File: config.mk
export PLATFORM = sky130hd
export DESIGN_NAME = rv_core_top
export DESIGN_NICKNAME = d
export VERILOG_FILES = /design/src/hdl/rv_core_pkg.sv /design/src/hdl/decode_stage.sv /design/src/hdl/execute_stage.sv /design/src/hdl/fetch_stage.sv /design/src/hdl/reg_file.sv /design/src/hdl/rv_core_top.sv
export SDC_FILE = /design/constraint.sdc
export NUM_CORES = 2
export LEC_CHECK = 0
export BUFFER_PORTS_ARGS = -buffer_cell sky130_fd_sc_hd__buf_4
export CORE_MARGIN = 2
export CORE_UTILIZATION = 40
export DETAILED_ROUTE_END_ITERATION = 16
export PLACE_DENSITY = 0.57
export SYNTH_ARGS = -nofsm -noshare
export SYNTH_HDL_FRONTEND = slang
export SYNTH_SLANG_ARGS = --single-unit
File: constraint.sdc
create_clock -name clk -period 9.4 [get_ports clk]
set_clock_uncertainty 0.15 [all_clocks]
set_input_delay 2.82 -clock clk [delete_from_list [all_inputs] [get_ports clk]]
set_output_delay 2.82 -clock clk [all_outputs]
set_load 0.02 [all_outputs]
File: src/hdl/rv_core_pkg.sv
package rv_core_pkg;

    localparam int XLEN       = 64;
    localparam int ADDR_W     = 32;
    localparam int INSTR_W    = 32;
    localparam int REG_ADDR_W = 5;

    typedef logic [XLEN-1:0]       xlen_t;
    typedef logic [ADDR_W-1:0]     addr_t;
    typedef logic [INSTR_W-1:0]    instr_t;
    typedef logic [REG_ADDR_W-1:0] reg_addr_t;

    // major opcodes, instr[6:0]
    localparam logic [6:0] OPC_OP_IMM = 7'b0010011;
    localparam logic [6:0] OPC_OP     = 7'b0110011;
    localparam logic [6:0] OPC_LUI    = 7'b0110111;
    localparam logic [6:0] OPC_AUIPC  = 7'b0010111;

    localparam instr_t INSTR_EBREAK = 32'h0010_0073;

    localparam logic [2:0] F3_ADD  = 3'b000;
    localparam logic [2:0] F3_SLL  = 3'b001;
    localparam logic [2:0] F3_SLT  = 3'b010;
    localparam logic [2:0] F3_SLTU = 3'b011;
    localparam logic [2:0] F3_XOR  = 3'b100;
    localparam logic [2:0] F3_SR   = 3'b101;
    localparam logic [2:0] F3_OR   = 3'b110;
    localparam logic [2:0] F3_AND  = 3'b111;

    localparam logic [6:0] F7_BASE = 7'b0000000;
    localparam logic [6:0] F7_ALT  = 7'b0100000; // sub, sra

    localparam logic [1:0] RESP_OKAY = 2'b00;

    typedef enum logic [3:0] {
        ALU_ADD,
        ALU_SUB,
        ALU_SLL,
        ALU_SLT,
        ALU_SLTU,
        ALU_XOR,
        ALU_SRL,
        ALU_SRA,
        ALU_OR,
        ALU_AND,
        ALU_PASS_B // lui
    } alu_op_t;

endpackage

File: src/hdl/decode_stage.sv
`timescale 1ns/1ps

module decode_stage (
    input  logic                   clk,
    input  logic                   reset_i,
    input  logic                   fetch_valid_i,
    input  rv_core_pkg::addr_t     fetch_pc_i,
    input  rv_core_pkg::instr_t    fetch_instr_i,
    input  rv_core_pkg::xlen_t     rs1_data_i,
    input  rv_core_pkg::xlen_t     rs2_data_i,
    input  logic                   ex_valid_i,
    input  rv_core_pkg::reg_addr_t ex_rd_i,
    input  rv_core_pkg::xlen_t     ex_result_i,
    input  logic                   wb_valid_i,
    input  rv_core_pkg::reg_addr_t wb_rd_i,
    input  rv_core_pkg::xlen_t     wb_data_i,
    output rv_core_pkg::reg_addr_t rs1_addr_o,
    output rv_core_pkg::reg_addr_t rs2_addr_o,
    output logic                   issue_valid_o,
    output rv_core_pkg::alu_op_t   issue_op_o,
    output rv_core_pkg::xlen_t     issue_a_o,
    output rv_core_pkg::xlen_t     issue_b_o,
    output rv_core_pkg::reg_addr_t issue_rd_o,
    output rv_core_pkg::addr_t     issue_pc_o,
    output rv_core_pkg::instr_t    issue_instr_o
);
    import rv_core_pkg::*;

    logic       dec_valid_q;
    addr_t      dec_pc_q;
    instr_t     dec_instr_q;
    logic [2:0] funct3;
    logic [6:0] funct7;
    xlen_t      imm_i, imm_u, shamt, imm;
    xlen_t      rs1_fwd, rs2_fwd;
    logic       legal, use_pc, use_zero, use_imm;
    alu_op_t    op;

    // alt picks sub or sra
    function automatic alu_op_t f3_op(input logic [2:0] f3, input logic alt);
        case (f3)
            F3_ADD:  return alt ? ALU_SUB : ALU_ADD;
            F3_SLL:  return ALU_SLL;
            F3_SLT:  return ALU_SLT;
            F3_SLTU: return ALU_SLTU;
            F3_XOR:  return ALU_XOR;
            F3_SR:   return alt ? ALU_SRA : ALU_SRL;
            F3_OR:   return ALU_OR;
            default: return ALU_AND;
        endcase
    endfunction

    // youngest producer wins
    function automatic xlen_t fwd(input reg_addr_t addr, input xlen_t rf_data);
        if (ex_valid_i && ex_rd_i != '0 && ex_rd_i == addr) return ex_result_i;
        if (wb_valid_i && wb_rd_i != '0 && wb_rd_i == addr) return wb_data_i;
        return rf_data;
    endfunction

    always_ff @(posedge clk) begin
        if (reset_i) begin
            dec_valid_q <= 1'b0;
        end else begin
            dec_valid_q <= fetch_valid_i;
        end
        dec_pc_q    <= fetch_pc_i;
        dec_instr_q <= fetch_instr_i;
    end

    assign funct3     = dec_instr_q[14:12];
    assign funct7     = dec_instr_q[31:25];
    assign rs1_addr_o = dec_instr_q[19:15];
    assign rs2_addr_o = dec_instr_q[24:20];
    assign imm_i      = {{(XLEN-12){dec_instr_q[31]}}, dec_instr_q[31:20]};
    assign imm_u      = {{(XLEN-32){dec_instr_q[31]}}, dec_instr_q[31:12], 12'b0};
    assign shamt      = {{(XLEN-6){1'b0}}, dec_instr_q[25:20]}; // rv64 shifts

    always_comb begin
        op       = ALU_ADD;
        legal    = 1'b0;
        use_pc   = 1'b0;
        use_zero = 1'b0;
        use_imm  = 1'b0;
        imm      = imm_i;
        case (dec_instr_q[6:0])
            OPC_OP_IMM: begin
                use_imm = 1'b1;
                op      = f3_op(funct3, funct3 == F3_SR && dec_instr_q[30]);
                legal   = 1'b1;
                if (funct3 == F3_SLL || funct3 == F3_SR) begin
                    imm   = shamt;
                    legal = (dec_instr_q[31:26] == 6'b000000) ||
                            (funct3 == F3_SR && dec_instr_q[31:26] == 6'b010000);
                end
            end
            OPC_OP: begin
                op    = f3_op(funct3, dec_instr_q[30]);
                legal = (funct7 == F7_BASE) ||
                        (funct7 == F7_ALT && (funct3 == F3_ADD || funct3 == F3_SR));
            end
            OPC_LUI: begin
                op       = ALU_PASS_B;
                legal    = 1'b1;
                use_zero = 1'b1;
                use_imm  = 1'b1;
                imm      = imm_u;
            end
            OPC_AUIPC: begin
                legal   = 1'b1;
                use_pc  = 1'b1;
                use_imm = 1'b1;
                imm     = imm_u;
            end
            default: ;
        endcase
        if (!legal) begin // no-op adds zero into x0
            op       = ALU_ADD;
            use_pc   = 1'b0;
            use_zero = 1'b1;
            use_imm  = 1'b1;
            imm      = '0;
        end
    end

    always_comb begin
        rs1_fwd = fwd(rs1_addr_o, rs1_data_i);
        rs2_fwd = fwd(rs2_addr_o, rs2_data_i);
    end

    assign issue_valid_o = dec_valid_q;
    assign issue_op_o    = op;
    assign issue_a_o     = use_zero ? '0 :
                           use_pc   ? {{(XLEN-ADDR_W){1'b0}}, dec_pc_q} :
                                      rs1_fwd;
    assign issue_b_o     = use_imm ? imm : rs2_fwd;
    assign issue_rd_o    = legal ? dec_instr_q[11:7] : '0;
    assign issue_pc_o    = dec_pc_q;
    assign issue_instr_o = dec_instr_q;

endmodule

File: src/hdl/execute_stage.sv
`timescale 1ns/1ps

module execute_stage (
    input  logic                   clk,
    input  logic                   reset_i,
    input  logic                   issue_valid_i,
    input  rv_core_pkg::alu_op_t   issue_op_i,
    input  rv_core_pkg::xlen_t     issue_a_i,
    input  rv_core_pkg::xlen_t     issue_b_i,
    input  rv_core_pkg::reg_addr_t issue_rd_i,
    input  rv_core_pkg::addr_t     issue_pc_i,
    input  rv_core_pkg::instr_t    issue_instr_i,
    output logic                   ex_valid_o,
    output rv_core_pkg::reg_addr_t ex_rd_o,
    output rv_core_pkg::xlen_t     ex_result_o,
    output logic                   retire_valid_o,
    output rv_core_pkg::addr_t     retire_pc_o,
    output rv_core_pkg::instr_t    retire_instr_o,
    output rv_core_pkg::reg_addr_t retire_rd_o,
    output rv_core_pkg::xlen_t     retire_data_o
);
    import rv_core_pkg::*;

    logic      ex_valid_q;
    alu_op_t   ex_op_q;
    xlen_t     ex_a_q, ex_b_q;
    reg_addr_t ex_rd_q;
    addr_t     ex_pc_q;
    instr_t    ex_instr_q;
    logic      ret_valid_q;
    xlen_t     result;
    logic [5:0] shamt;

    always_ff @(posedge clk) begin
        if (reset_i) begin
            ex_valid_q  <= 1'b0;
            ret_valid_q <= 1'b0;
        end else begin
            ex_valid_q  <= issue_valid_i;
            ret_valid_q <= ex_valid_q;
        end
        ex_op_q        <= issue_op_i;
        ex_a_q         <= issue_a_i;
        ex_b_q         <= issue_b_i;
        ex_rd_q        <= issue_rd_i;
        ex_pc_q        <= issue_pc_i;
        ex_instr_q     <= issue_instr_i;
        retire_pc_o    <= ex_pc_q;
        retire_instr_o <= ex_instr_q;
        retire_rd_o    <= ex_rd_q;
        retire_data_o  <= (ex_rd_q == '0) ? '0 : result; // x0 reports zero
    end

    assign shamt = ex_b_q[5:0];

    always_comb begin
        case (ex_op_q)
            ALU_ADD:    result = ex_a_q + ex_b_q;
            ALU_SUB:    result = ex_a_q - ex_b_q;
            ALU_SLL:    result = ex_a_q << shamt;
            ALU_SLT:    result = {{(XLEN-1){1'b0}}, $signed(ex_a_q) < $signed(ex_b_q)};
            ALU_SLTU:   result = {{(XLEN-1){1'b0}}, ex_a_q < ex_b_q};
            ALU_XOR:    result = ex_a_q ^ ex_b_q;
            ALU_SRL:    result = ex_a_q >> shamt;
            ALU_SRA:    result = xlen_t'($signed(ex_a_q) >>> shamt);
            ALU_OR:     result = ex_a_q | ex_b_q;
            ALU_AND:    result = ex_a_q & ex_b_q;
            ALU_PASS_B: result = ex_b_q;
            default:    result = '0;
        endcase
    end

    assign ex_valid_o     = ex_valid_q;
    assign ex_rd_o        = ex_rd_q;
    assign ex_result_o    = result;
    assign retire_valid_o = ret_valid_q;

    // a fetch round trip takes at least two edges
    a_retire_spaced: assert property (@(posedge clk) disable iff (reset_i)
        retire_valid_o |=> !retire_valid_o);

endmodule

File: src/hdl/fetch_stage.sv
`timescale 1ns/1ps

module fetch_stage #(
    parameter rv_core_pkg::addr_t RESET_PC = '0
) (
    input  logic                clk,
    input  logic                reset_i,
    input  logic                ar_ready_i,
    input  logic                r_valid_i,
    input  rv_core_pkg::instr_t r_data_i,
    input  logic [1:0]          r_resp_i,
    output logic                ar_valid_o,
    output rv_core_pkg::addr_t  ar_addr_o,
    output logic                r_ready_o,
    output logic                fetch_valid_o,
    output rv_core_pkg::addr_t  fetch_pc_o,
    output rv_core_pkg::instr_t fetch_instr_o,
    output logic                halted_o,
    output logic                fetch_error_o
);
    import rv_core_pkg::*;

    typedef enum logic [1:0] {
        S_REQ,
        S_WAIT,
        S_HALT
    } fetch_state_e;

    fetch_state_e state_q;
    addr_t        pc_q;
    logic         ar_valid_q;
    logic         error_q;
    logic         r_fire;
    logic         resp_ok;
    logic         is_ebreak;

    assign r_fire    = r_ready_o & r_valid_i;
    assign resp_ok   = (r_resp_i == RESP_OKAY);
    assign is_ebreak = (r_data_i == INSTR_EBREAK);

    assign ar_valid_o    = ar_valid_q;
    assign ar_addr_o     = pc_q;
    assign r_ready_o     = (state_q == S_WAIT);
    assign halted_o      = (state_q == S_HALT);
    assign fetch_error_o = error_q;

    // ebreak and errored beats stop here
    assign fetch_valid_o = r_fire & resp_ok & ~is_ebreak;
    assign fetch_pc_o    = pc_q;
    assign fetch_instr_o = r_data_i;

    always_ff @(posedge clk) begin
        if (reset_i) begin
            state_q    <= S_REQ;
            pc_q       <= RESET_PC;
            ar_valid_q <= 1'b0;
            error_q    <= 1'b0;
        end else begin
            case (state_q)
                S_REQ: begin
                    if (!ar_valid_q) begin
                        ar_valid_q <= 1'b1; // first request out of reset
                    end else if (ar_ready_i) begin
                        ar_valid_q <= 1'b0;
                        state_q    <= S_WAIT;
                    end
                end
                S_WAIT: begin
                    if (r_valid_i) begin
                        if (!resp_ok) begin
                            state_q <= S_HALT;
                            error_q <= 1'b1;
                        end else if (is_ebreak) begin
                            state_q <= S_HALT;
                        end else begin
                            pc_q       <= pc_q + 32'd4;
                            ar_valid_q <= 1'b1; // next request right away
                            state_q    <= S_REQ;
                        end
                    end
                end
                default: ; // halted until reset
            endcase
        end
    end

    a_ar_hold: assert property (@(posedge clk) disable iff (reset_i)
        ar_valid_o && !ar_ready_i |=> ar_valid_o && $stable(ar_addr_o));

    a_one_outstanding: assert property (@(posedge clk) disable iff (reset_i)
        !(ar_valid_o && r_ready_o));

endmodule

File: src/hdl/reg_file.sv
`timescale 1ns/1ps

module reg_file (
    input  logic                   clk,
    input  logic                   reset_i,
    input  rv_core_pkg::reg_addr_t rs1_addr_i,
    input  rv_core_pkg::reg_addr_t rs2_addr_i,
    input  logic                   we_i,
    input  rv_core_pkg::reg_addr_t wr_addr_i,
    input  rv_core_pkg::xlen_t     wr_data_i,
    output rv_core_pkg::xlen_t     rs1_data_o,
    output rv_core_pkg::xlen_t     rs2_data_o
);
    import rv_core_pkg::*;

    xlen_t regs [1:31]; // x0 not stored

    always_ff @(posedge clk) begin
        if (reset_i) begin
            for (int i = 1; i < 32; i++) begin
                regs[i] <= '0;
            end
        end else if (we_i && wr_addr_i != '0) begin
            regs[wr_addr_i] <= wr_data_i;
        end
    end

    // no internal write-through
    assign rs1_data_o = (rs1_addr_i == '0) ? '0 : regs[rs1_addr_i];
    assign rs2_data_o = (rs2_addr_i == '0) ? '0 : regs[rs2_addr_i];

endmodule

File: src/hdl/rv_core_top.sv
`timescale 1ns/1ps

module rv_core_top #(
    parameter rv_core_pkg::addr_t RESET_PC = '0
) (
    input  logic                   clk,
    input  logic                   reset_i,
    input  logic                   ar_ready_i,
    input  logic                   r_valid_i,
    input  rv_core_pkg::instr_t    r_data_i,
    input  logic [1:0]             r_resp_i,
    output logic                   ar_valid_o,
    output rv_core_pkg::addr_t     ar_addr_o,
    output logic                   r_ready_o,
    output logic                   retire_valid_o,
    output rv_core_pkg::addr_t     retire_pc_o,
    output rv_core_pkg::instr_t    retire_instr_o,
    output rv_core_pkg::reg_addr_t retire_rd_o,
    output rv_core_pkg::xlen_t     retire_data_o,
    output logic                   halted_o,
    output logic                   fetch_error_o
);
    import rv_core_pkg::*;

    logic      fetch_valid;
    addr_t     fetch_pc;
    instr_t    fetch_instr;
    reg_addr_t rs1_addr, rs2_addr;
    xlen_t     rs1_data, rs2_data;
    logic      issue_valid;
    alu_op_t   issue_op;
    xlen_t     issue_a, issue_b;
    reg_addr_t issue_rd;
    addr_t     issue_pc;
    instr_t    issue_instr;
    logic      ex_valid;
    reg_addr_t ex_rd;
    xlen_t     ex_result;

    fetch_stage #(.RESET_PC(RESET_PC)) fetch0 (
        .clk(clk), .reset_i(reset_i),
        .ar_ready_i(ar_ready_i), .r_valid_i(r_valid_i),
        .r_data_i(r_data_i), .r_resp_i(r_resp_i),
        .ar_valid_o(ar_valid_o), .ar_addr_o(ar_addr_o), .r_ready_o(r_ready_o),
        .fetch_valid_o(fetch_valid), .fetch_pc_o(fetch_pc), .fetch_instr_o(fetch_instr),
        .halted_o(halted_o), .fetch_error_o(fetch_error_o)
    );

    decode_stage decode0 (
        .clk(clk), .reset_i(reset_i),
        .fetch_valid_i(fetch_valid), .fetch_pc_i(fetch_pc), .fetch_instr_i(fetch_instr),
        .rs1_data_i(rs1_data), .rs2_data_i(rs2_data),
        .ex_valid_i(ex_valid), .ex_rd_i(ex_rd), .ex_result_i(ex_result),
        .wb_valid_i(retire_valid_o), .wb_rd_i(retire_rd_o), .wb_data_i(retire_data_o),
        .rs1_addr_o(rs1_addr), .rs2_addr_o(rs2_addr),
        .issue_valid_o(issue_valid), .issue_op_o(issue_op),
        .issue_a_o(issue_a), .issue_b_o(issue_b), .issue_rd_o(issue_rd),
        .issue_pc_o(issue_pc), .issue_instr_o(issue_instr)
    );

    reg_file rf0 (
        .clk(clk), .reset_i(reset_i),
        .rs1_addr_i(rs1_addr), .rs2_addr_i(rs2_addr),
        .we_i(retire_valid_o), .wr_addr_i(retire_rd_o), .wr_data_i(retire_data_o),
        .rs1_data_o(rs1_data), .rs2_data_o(rs2_data)
    );

    execute_stage exec0 (
        .clk(clk), .reset_i(reset_i),
        .issue_valid_i(issue_valid), .issue_op_i(issue_op),
        .issue_a_i(issue_a), .issue_b_i(issue_b), .issue_rd_i(issue_rd),
        .issue_pc_i(issue_pc), .issue_instr_i(issue_instr),
        .ex_valid_o(ex_valid), .ex_rd_o(ex_rd), .ex_result_o(ex_result),
        .retire_valid_o(retire_valid_o), .retire_pc_o(retire_pc_o),
        .retire_instr_o(retire_instr_o), .retire_rd_o(retire_rd_o),
        .retire_data_o(retire_data_o)
    );

endmodule

* Yosys cells after proc, flatten, opt, wreduce, memory -nomap -nowiden
Memories as Yosys holds them, arrays and structs flattened. A register that Yosys moved wholly into a read port is not among the register bits. Cells that the tools add are included.
Word-level totals: bits in registers 437, RAM bits 1984, bits of input ports 38, output and inout bits 170, logic and storage cells 161, memories 1
Memories:
- rf0.regs | depth 31, bits a word 64, rd ports 2, clocked after memory_dff 2, wr ports 31, RTL line reg_file.sv:16 | xlen_t regs [1:31];
Operators by class: add/sub/neg operators 3, $lt $le $gt $ge 2, equal/unequal tests 34, shift-type cells 3, multiplexer cells 57, bitwise gates (word level) 8, reductions and logical operators 33
Operators with widths (number):
- two-way mux 64 bit | 14
- one-hot mux 64 bit (11 select lines) | 1
- less-than comparator 64 bit | 2
- one-hot mux 64 bit (2 select lines) | 1
- adder 64 bit | 1
- bitwise AND 64 bit | 1
- OR 64 bit | 1
- OR reduction 64 bit | 1
- << shifter 64 x 6 -> 64 bit | 1
- right shift 64 x 6 -> 64 bit | 1
- >>> shifter 64 x 6 -> 64 bit | 1
- subtractor 64 bit | 1
- bitwise XOR 64 bit | 1
- one-hot mux 4 bit (7 select lines) | 2
- adder 32 x 3 -> 32 bit, second input constant | 1
- == test 32 x 21 -> 1 bit, second input constant | 1
- two-way mux 32 bit | 1
- two-way mux 1 bit | 28
- == test 7 x 6 -> 1 bit, second input constant | 3
- == test 5 bit | 4
- == test 4 x 3 -> 1 bit, second input constant | 4
- zero test 5 bit | 3
- == test 7 x 5 -> 1 bit, second input constant | 2
- == test 4 bit, second input constant | 3
- other kinds (31) | 61

* Depth between registers and ports, before layout
word-level depth 8, depth in mapped cells 19, gate-level depth less buffers 15

* Modules after synthesis
From an unflattened synthesis, not the netlist that was laid out.
Second synthesis, totals: cell total of the unflattened synthesis 11809, area total of the unflattened synthesis 144894.0 um^2
Modules (own cells, without submodules):
- reg_file | instances 1, cells an instance 7055, area each 108257.6 um^2, seq. area each 61499.0 um^2
- execute_stage | instances 1, cells an instance 3532, area each 27606.5 um^2, seq. area each 6726.5 um^2
- decode_stage | instances 1, cells an instance 942, area each 6696.4 um^2, seq. area each 1301.2 um^2
- fetch_stage | instances 1, cells an instance 280, area each 2333.5 um^2, seq. area each 680.7 um^2

* Worst setup path after synthesis
Ideal clock, no wire load.
path type input to register, start in reset_i, end mem rf0.regs[28][0] in the netlist's numbering (enable), setup time 394 ps, arrival 4687 ps, required time 8856 ps, path slack 4169 ps, stages 5, buffers on the path 2, cells stage by stage or4_1 > clkbuf_1 > nor2_1 > clkbuf_1 > or2_2
RTL lines:
- start: declaration | RTL line rv_core_top.sv:7 | input logic reset_i,
- end: declaration | RTL line reg_file.sv:16

* Final worst setup path
start reg exec0.ex_b_q[3], end reg exec0.ex_a_q[63]
On the way: longest elaborated chain between the ends 6, elaborated cells on any way between the ends 10, those cells by class add/sub: 2; shift: 3; mux: 5
Ends and longest elaborated chain:
- start: declaration | RTL line execute_stage.sv:26 | xlen_t ex_a_q, ex_b_q;
- start signal: assignment | RTL line execute_stage.sv:44 | ex_b_q <= issue_b_i;
- subtractor 64 bit (tied with other cells) | RTL line execute_stage.sv:59 | ALU_SUB: result = ex_a_q - ex_b_q;
- one-hot mux 64 bit (11 select lines) * | RTL line execute_stage.sv:57 | case (ex_op_q)
- two-way mux 64 bit * | RTL line decode_stage.sv:55 | if (ex_valid_i && ex_rd_i != '0 && ex_rd_i == addr) return ex_result_i;
- two-way mux 64 bit | RTL line decode_stage.sv:56 | if (wb_valid_i && wb_rd_i != '0 && wb_rd_i == addr) return wb_data_i;
- two-way mux 64 bit | RTL line decode_stage.sv:57 | return rf_data;
- two-way mux 64 bit * | RTL line decode_stage.sv:56
- end signal: assignment | RTL line execute_stage.sv:43 | ex_a_q <= issue_a_i;
- end: declaration | RTL line execute_stage.sv:26
Every way passes the cells marked *; elsewhere a longest branch is shown, timed or not. The select of a mux whose other input is x is not followed. A chain may end at the register's enable or synchronous reset.

==> key figures <==
Timing
  • Final setup fails: 0
  • Worst Hold Slack: 0.1757 ns
  • Final min period: 6.327 ns
  • Final Hold Vio Count: 0
  • FMAX: 158.1 MHz
  • Fin crit share: 67.31%
  • RSZ-0062 raised after global routing: false
  • Final TNS setup: 0 ns
  • Slew HR: -7.120%
  • Least-Margin Pin Slew: 1.590 ns
  • Pins Over Slew Limit: 4

Placement
  • HPWL Detailed: 428300 µm
  • Final GP Congestion: 1.001
  • Dpl cells: 15.77k
  • PortBufs: 203

Floorplan
  • Initial Util: 40.23%
  • Die W: 602.5 µm
  • Core area: 356200 µm²
  • Die footprint: 363000 µm²
  • IO Count: 208
  • Rows: 219
  • Die Y: 602.5 µm

Worst setup path
  • Crit path arrival time: 6.90 ns
  • Worst setup path class: reg -> reg
  • CP startpoint kind: register
  • CP endpoint kind: register
  • Worst Path Required: 9.97 ns
  • Max Fanout on Critical Path: 43

Drt
  • Final ANT Viol Nets: 0
  • Wirelength, routed: 637900 µm
  • WL/cell: 39.14 µm
  • Via count: 107.4k
  • 1st-pass router iterations: 6
  • Drt drc: 0
  • Vias/cell: 6.586
  • DR iter-0 viols: 16.65k

Clock tree
  • Clock Sinks: 2477
  • Clock buffer depth: 4
  • TritonCTS clock tree: done
  • Post-CTS sizing: 0
  • Post CTS Setup Buffer Count: 0
  • CTS Hold Buffers Added: 0
  • Worst-path clk slew: 0.06 ns
  • Root buffer cell: clkbuf_16
  • Number of H-tree levels: 5
  • Number of clock buffers inserted by TritonCTS: 289
  • Worst skew pair latency: 0.95 ns

Synthesis
  • Post-synth top cells: 2048 x edfxtp_1, 2015 x and2_1, 1084 x mux4_2, 840 x clkbuf_1, 656 x a21oi_1
  • Avg Synthesized Cell Area: 12.44 µm²
  • Largest cells by area after synthesis: edfxtp_1 43%, mux4_2 17%, and2_1 8.8%
  • Synth Area in Adders: 1.801%
  • FFs w/ async S/R, synth: 0%
  • Seq cells post-synth: 2477
  • Main combinational cell family by area after synthesis: multiplexers
  • Synth cell types: 109
  • Synth area leader: edfxtp_1
  • Top-area cell type share of the netlist area: 42.92%
  • Mapped Area: 143300 µm²
  • EDFF count, synth: 2048
  • Post-synthesis mux area share: 21.94%
  • Synth Area in XOR/XNOR: 0.3484%
  • Ys Warns: 0
  • Top FF cell, synth: edfxtp_1
  • Simple-gate area share of the yosys netlist: 13.65%
  • Most common cell in the netlist: edfxtp_1
  • Compound-cell area share of the yosys netlist: 9.582%
  • Syn Inst Count: 11.51k
  • Sequential area share after synthesis: 48.91%

Global routing
  • Number of global-route vias before repair: 104.7k
  • GRT Total Usage: 34.35%
  • Global-route wire length before repair: 870300 µm
  • Grt ovf: 0
  • Largest net degree at the start of global routing: 99
  • Antenna violations before repair: 70

Final layout
  • P&R area growth vs syn: 11.36%
  • Fin util: 44.80%
  • Share of layout cells above drive strength 1: 20.73%
  • Final #Nets: 11.55k
  • Layout Cells excl Fill: 16.30k
  • # fillers: 32.20k

Run status
  • Status: finished, violations left
  • Failing checks: max-capacitance violations, max-slew violations

Pwr
  • Worst VDD drop: 0.0001524 V
  • P_leak: 57.53 nW
  • Total power draw: 26.54 mW
  • Cell Pwr Density: 166.3 nW/µm²

Worst hold path
  • Worst hold path type: reg -> reg

Run
  • Max-cap viol count: 1
## kinds of logic after synthesis
family,after synthesis
AND/OR/NAND/NOR,3541
flip-flops,2477
AO/OA/AOI/OAI,2117
multiplexers,1763
buffers and inverters,1353
adder cells (fa/ha/maj),205
XOR/XNOR,57
other,1
## layout by cell type (no fill, tap or decap), drive strengths merged, types with 203 or more instances in the layout
cell / synthesis / routed
edfxtp: 2048 / 2048
and2: 2015 / 2015
mux4: 1084 / 1084
a21oi: 657 / 657
nor2: 604 / 604
buf: 286 / 564
mux2i: 518 / 518
dfxtp: 429 / 429
o21ai: 428 / 428
nand2: 380 / 380
clkbuf: 840 / 356
inv: 225 / 234
ha: 203 / 203
## state kept, by name (all words and copies together), names as in the netlist
name,flops
rf0.regs,2048
exec0.ex_a_q,64
exec0.ex_b_q,64
exec0.retire_data_o,64
decode0.issue_instr_o,32
exec0.ex_instr_q,32
exec0.retire_instr_o,32
decode0.issue_pc_o,30
exec0.ex_pc_q,30
exec0.retire_pc_o,30
fetch0.ar_addr_o,30
exec0.ex_rd_o,5
exec0.retire_rd_o,5
exec0.ex_op_q,4
fetch0.state_q,2
decode0.issue_valid_o,1
exec0.ex_valid_o,1
exec0.retire_valid_o,1
fetch0.ar_valid_o,1
fetch0.fetch_error_o,1
## layout make-up
cell class / count / area (µm²) / area share [%]
Sequential cell: 2477 / 70150 / 43.97
Timing Repair Buffer: 564 / 4522 / 2.834
Clock inverter: 158 / 1773 / 1.111
Tap cell: 4751 / 5944 / 3.725
Inverter: 227 / 857.1 / 0.5371
Antenna cell: 15 / 37.54 / 0.02352
Clock buffer: 356 / 7649 / 4.793
Multi-Input combinational cell: 7751 / 68630 / 43.01
## critical path: stages, from the launching register on
cell and delay, ns:
dfxtp_4 0.72, inv_4 0.33, ha_1 0.56, and2_1 0.19
nand3b_1 0.14, a2111oi_0 0.81, o31ai_1 0.20, buf_4 0.22
a21oi_1 0.80, o21a_1 0.32, o31a_1 0.42, a31oi_1 0.19
mux2i_1 0.28, nor2_1 0.18, a211oi_1 0.57
## per-layer routing
metal  vias to the layer above  global-route usage [%]  wire (µm)
met5                         -                       0        209
met4                        30                   18.78      40770
met1                     55580                   43.48     233600
li1                      43280                       -          -
met2                      6981                   53.66     290600
met3                      1481                   9.116      72670
## where the power goes
group          switching [mW]  internal (mW)
sequential              0.224           12.2
combinational            1.72          0.976
clock                    4.83           6.62
## final timing paths
path                                           startpoint                             to  slack, ns  cells past startpoint
worst max register to register    exec0.ex_b_q[3]$_DFF_P_    exec0.ex_a_q[63]$_SDFF_PP0_       3.07                     14
worst min-delay path            exec0.ex_pc_q[19]$_DFF_P_  exec0.retire_pc_o[19]$_DFF_P_       0.18                      0
worst max-delay path              exec0.ex_b_q[3]$_DFF_P_    exec0.ex_a_q[63]$_SDFF_PP0_       3.07                     14
worst min register to register  exec0.ex_pc_q[19]$_DFF_P_  exec0.retire_pc_o[19]$_DFF_P_       0.18                      0
## metrics by stage
| stage | setup slack (ns) | cell area [µm²] |
|---|---|---|
| 5_1_grt | 3.037 | 159500 |
| 4_1_cts | 3.264 | 159500 |
| 2_1_floorplan | 4.169 | 143500 |
| 6_report | 3.073 | 159600 |
| 3_3_place_gp | 2.421 | 150100 |
| 3_5_place_dp | 2.348 | 150100 |
No activity file was read; power rests on OpenSTA's default activity.
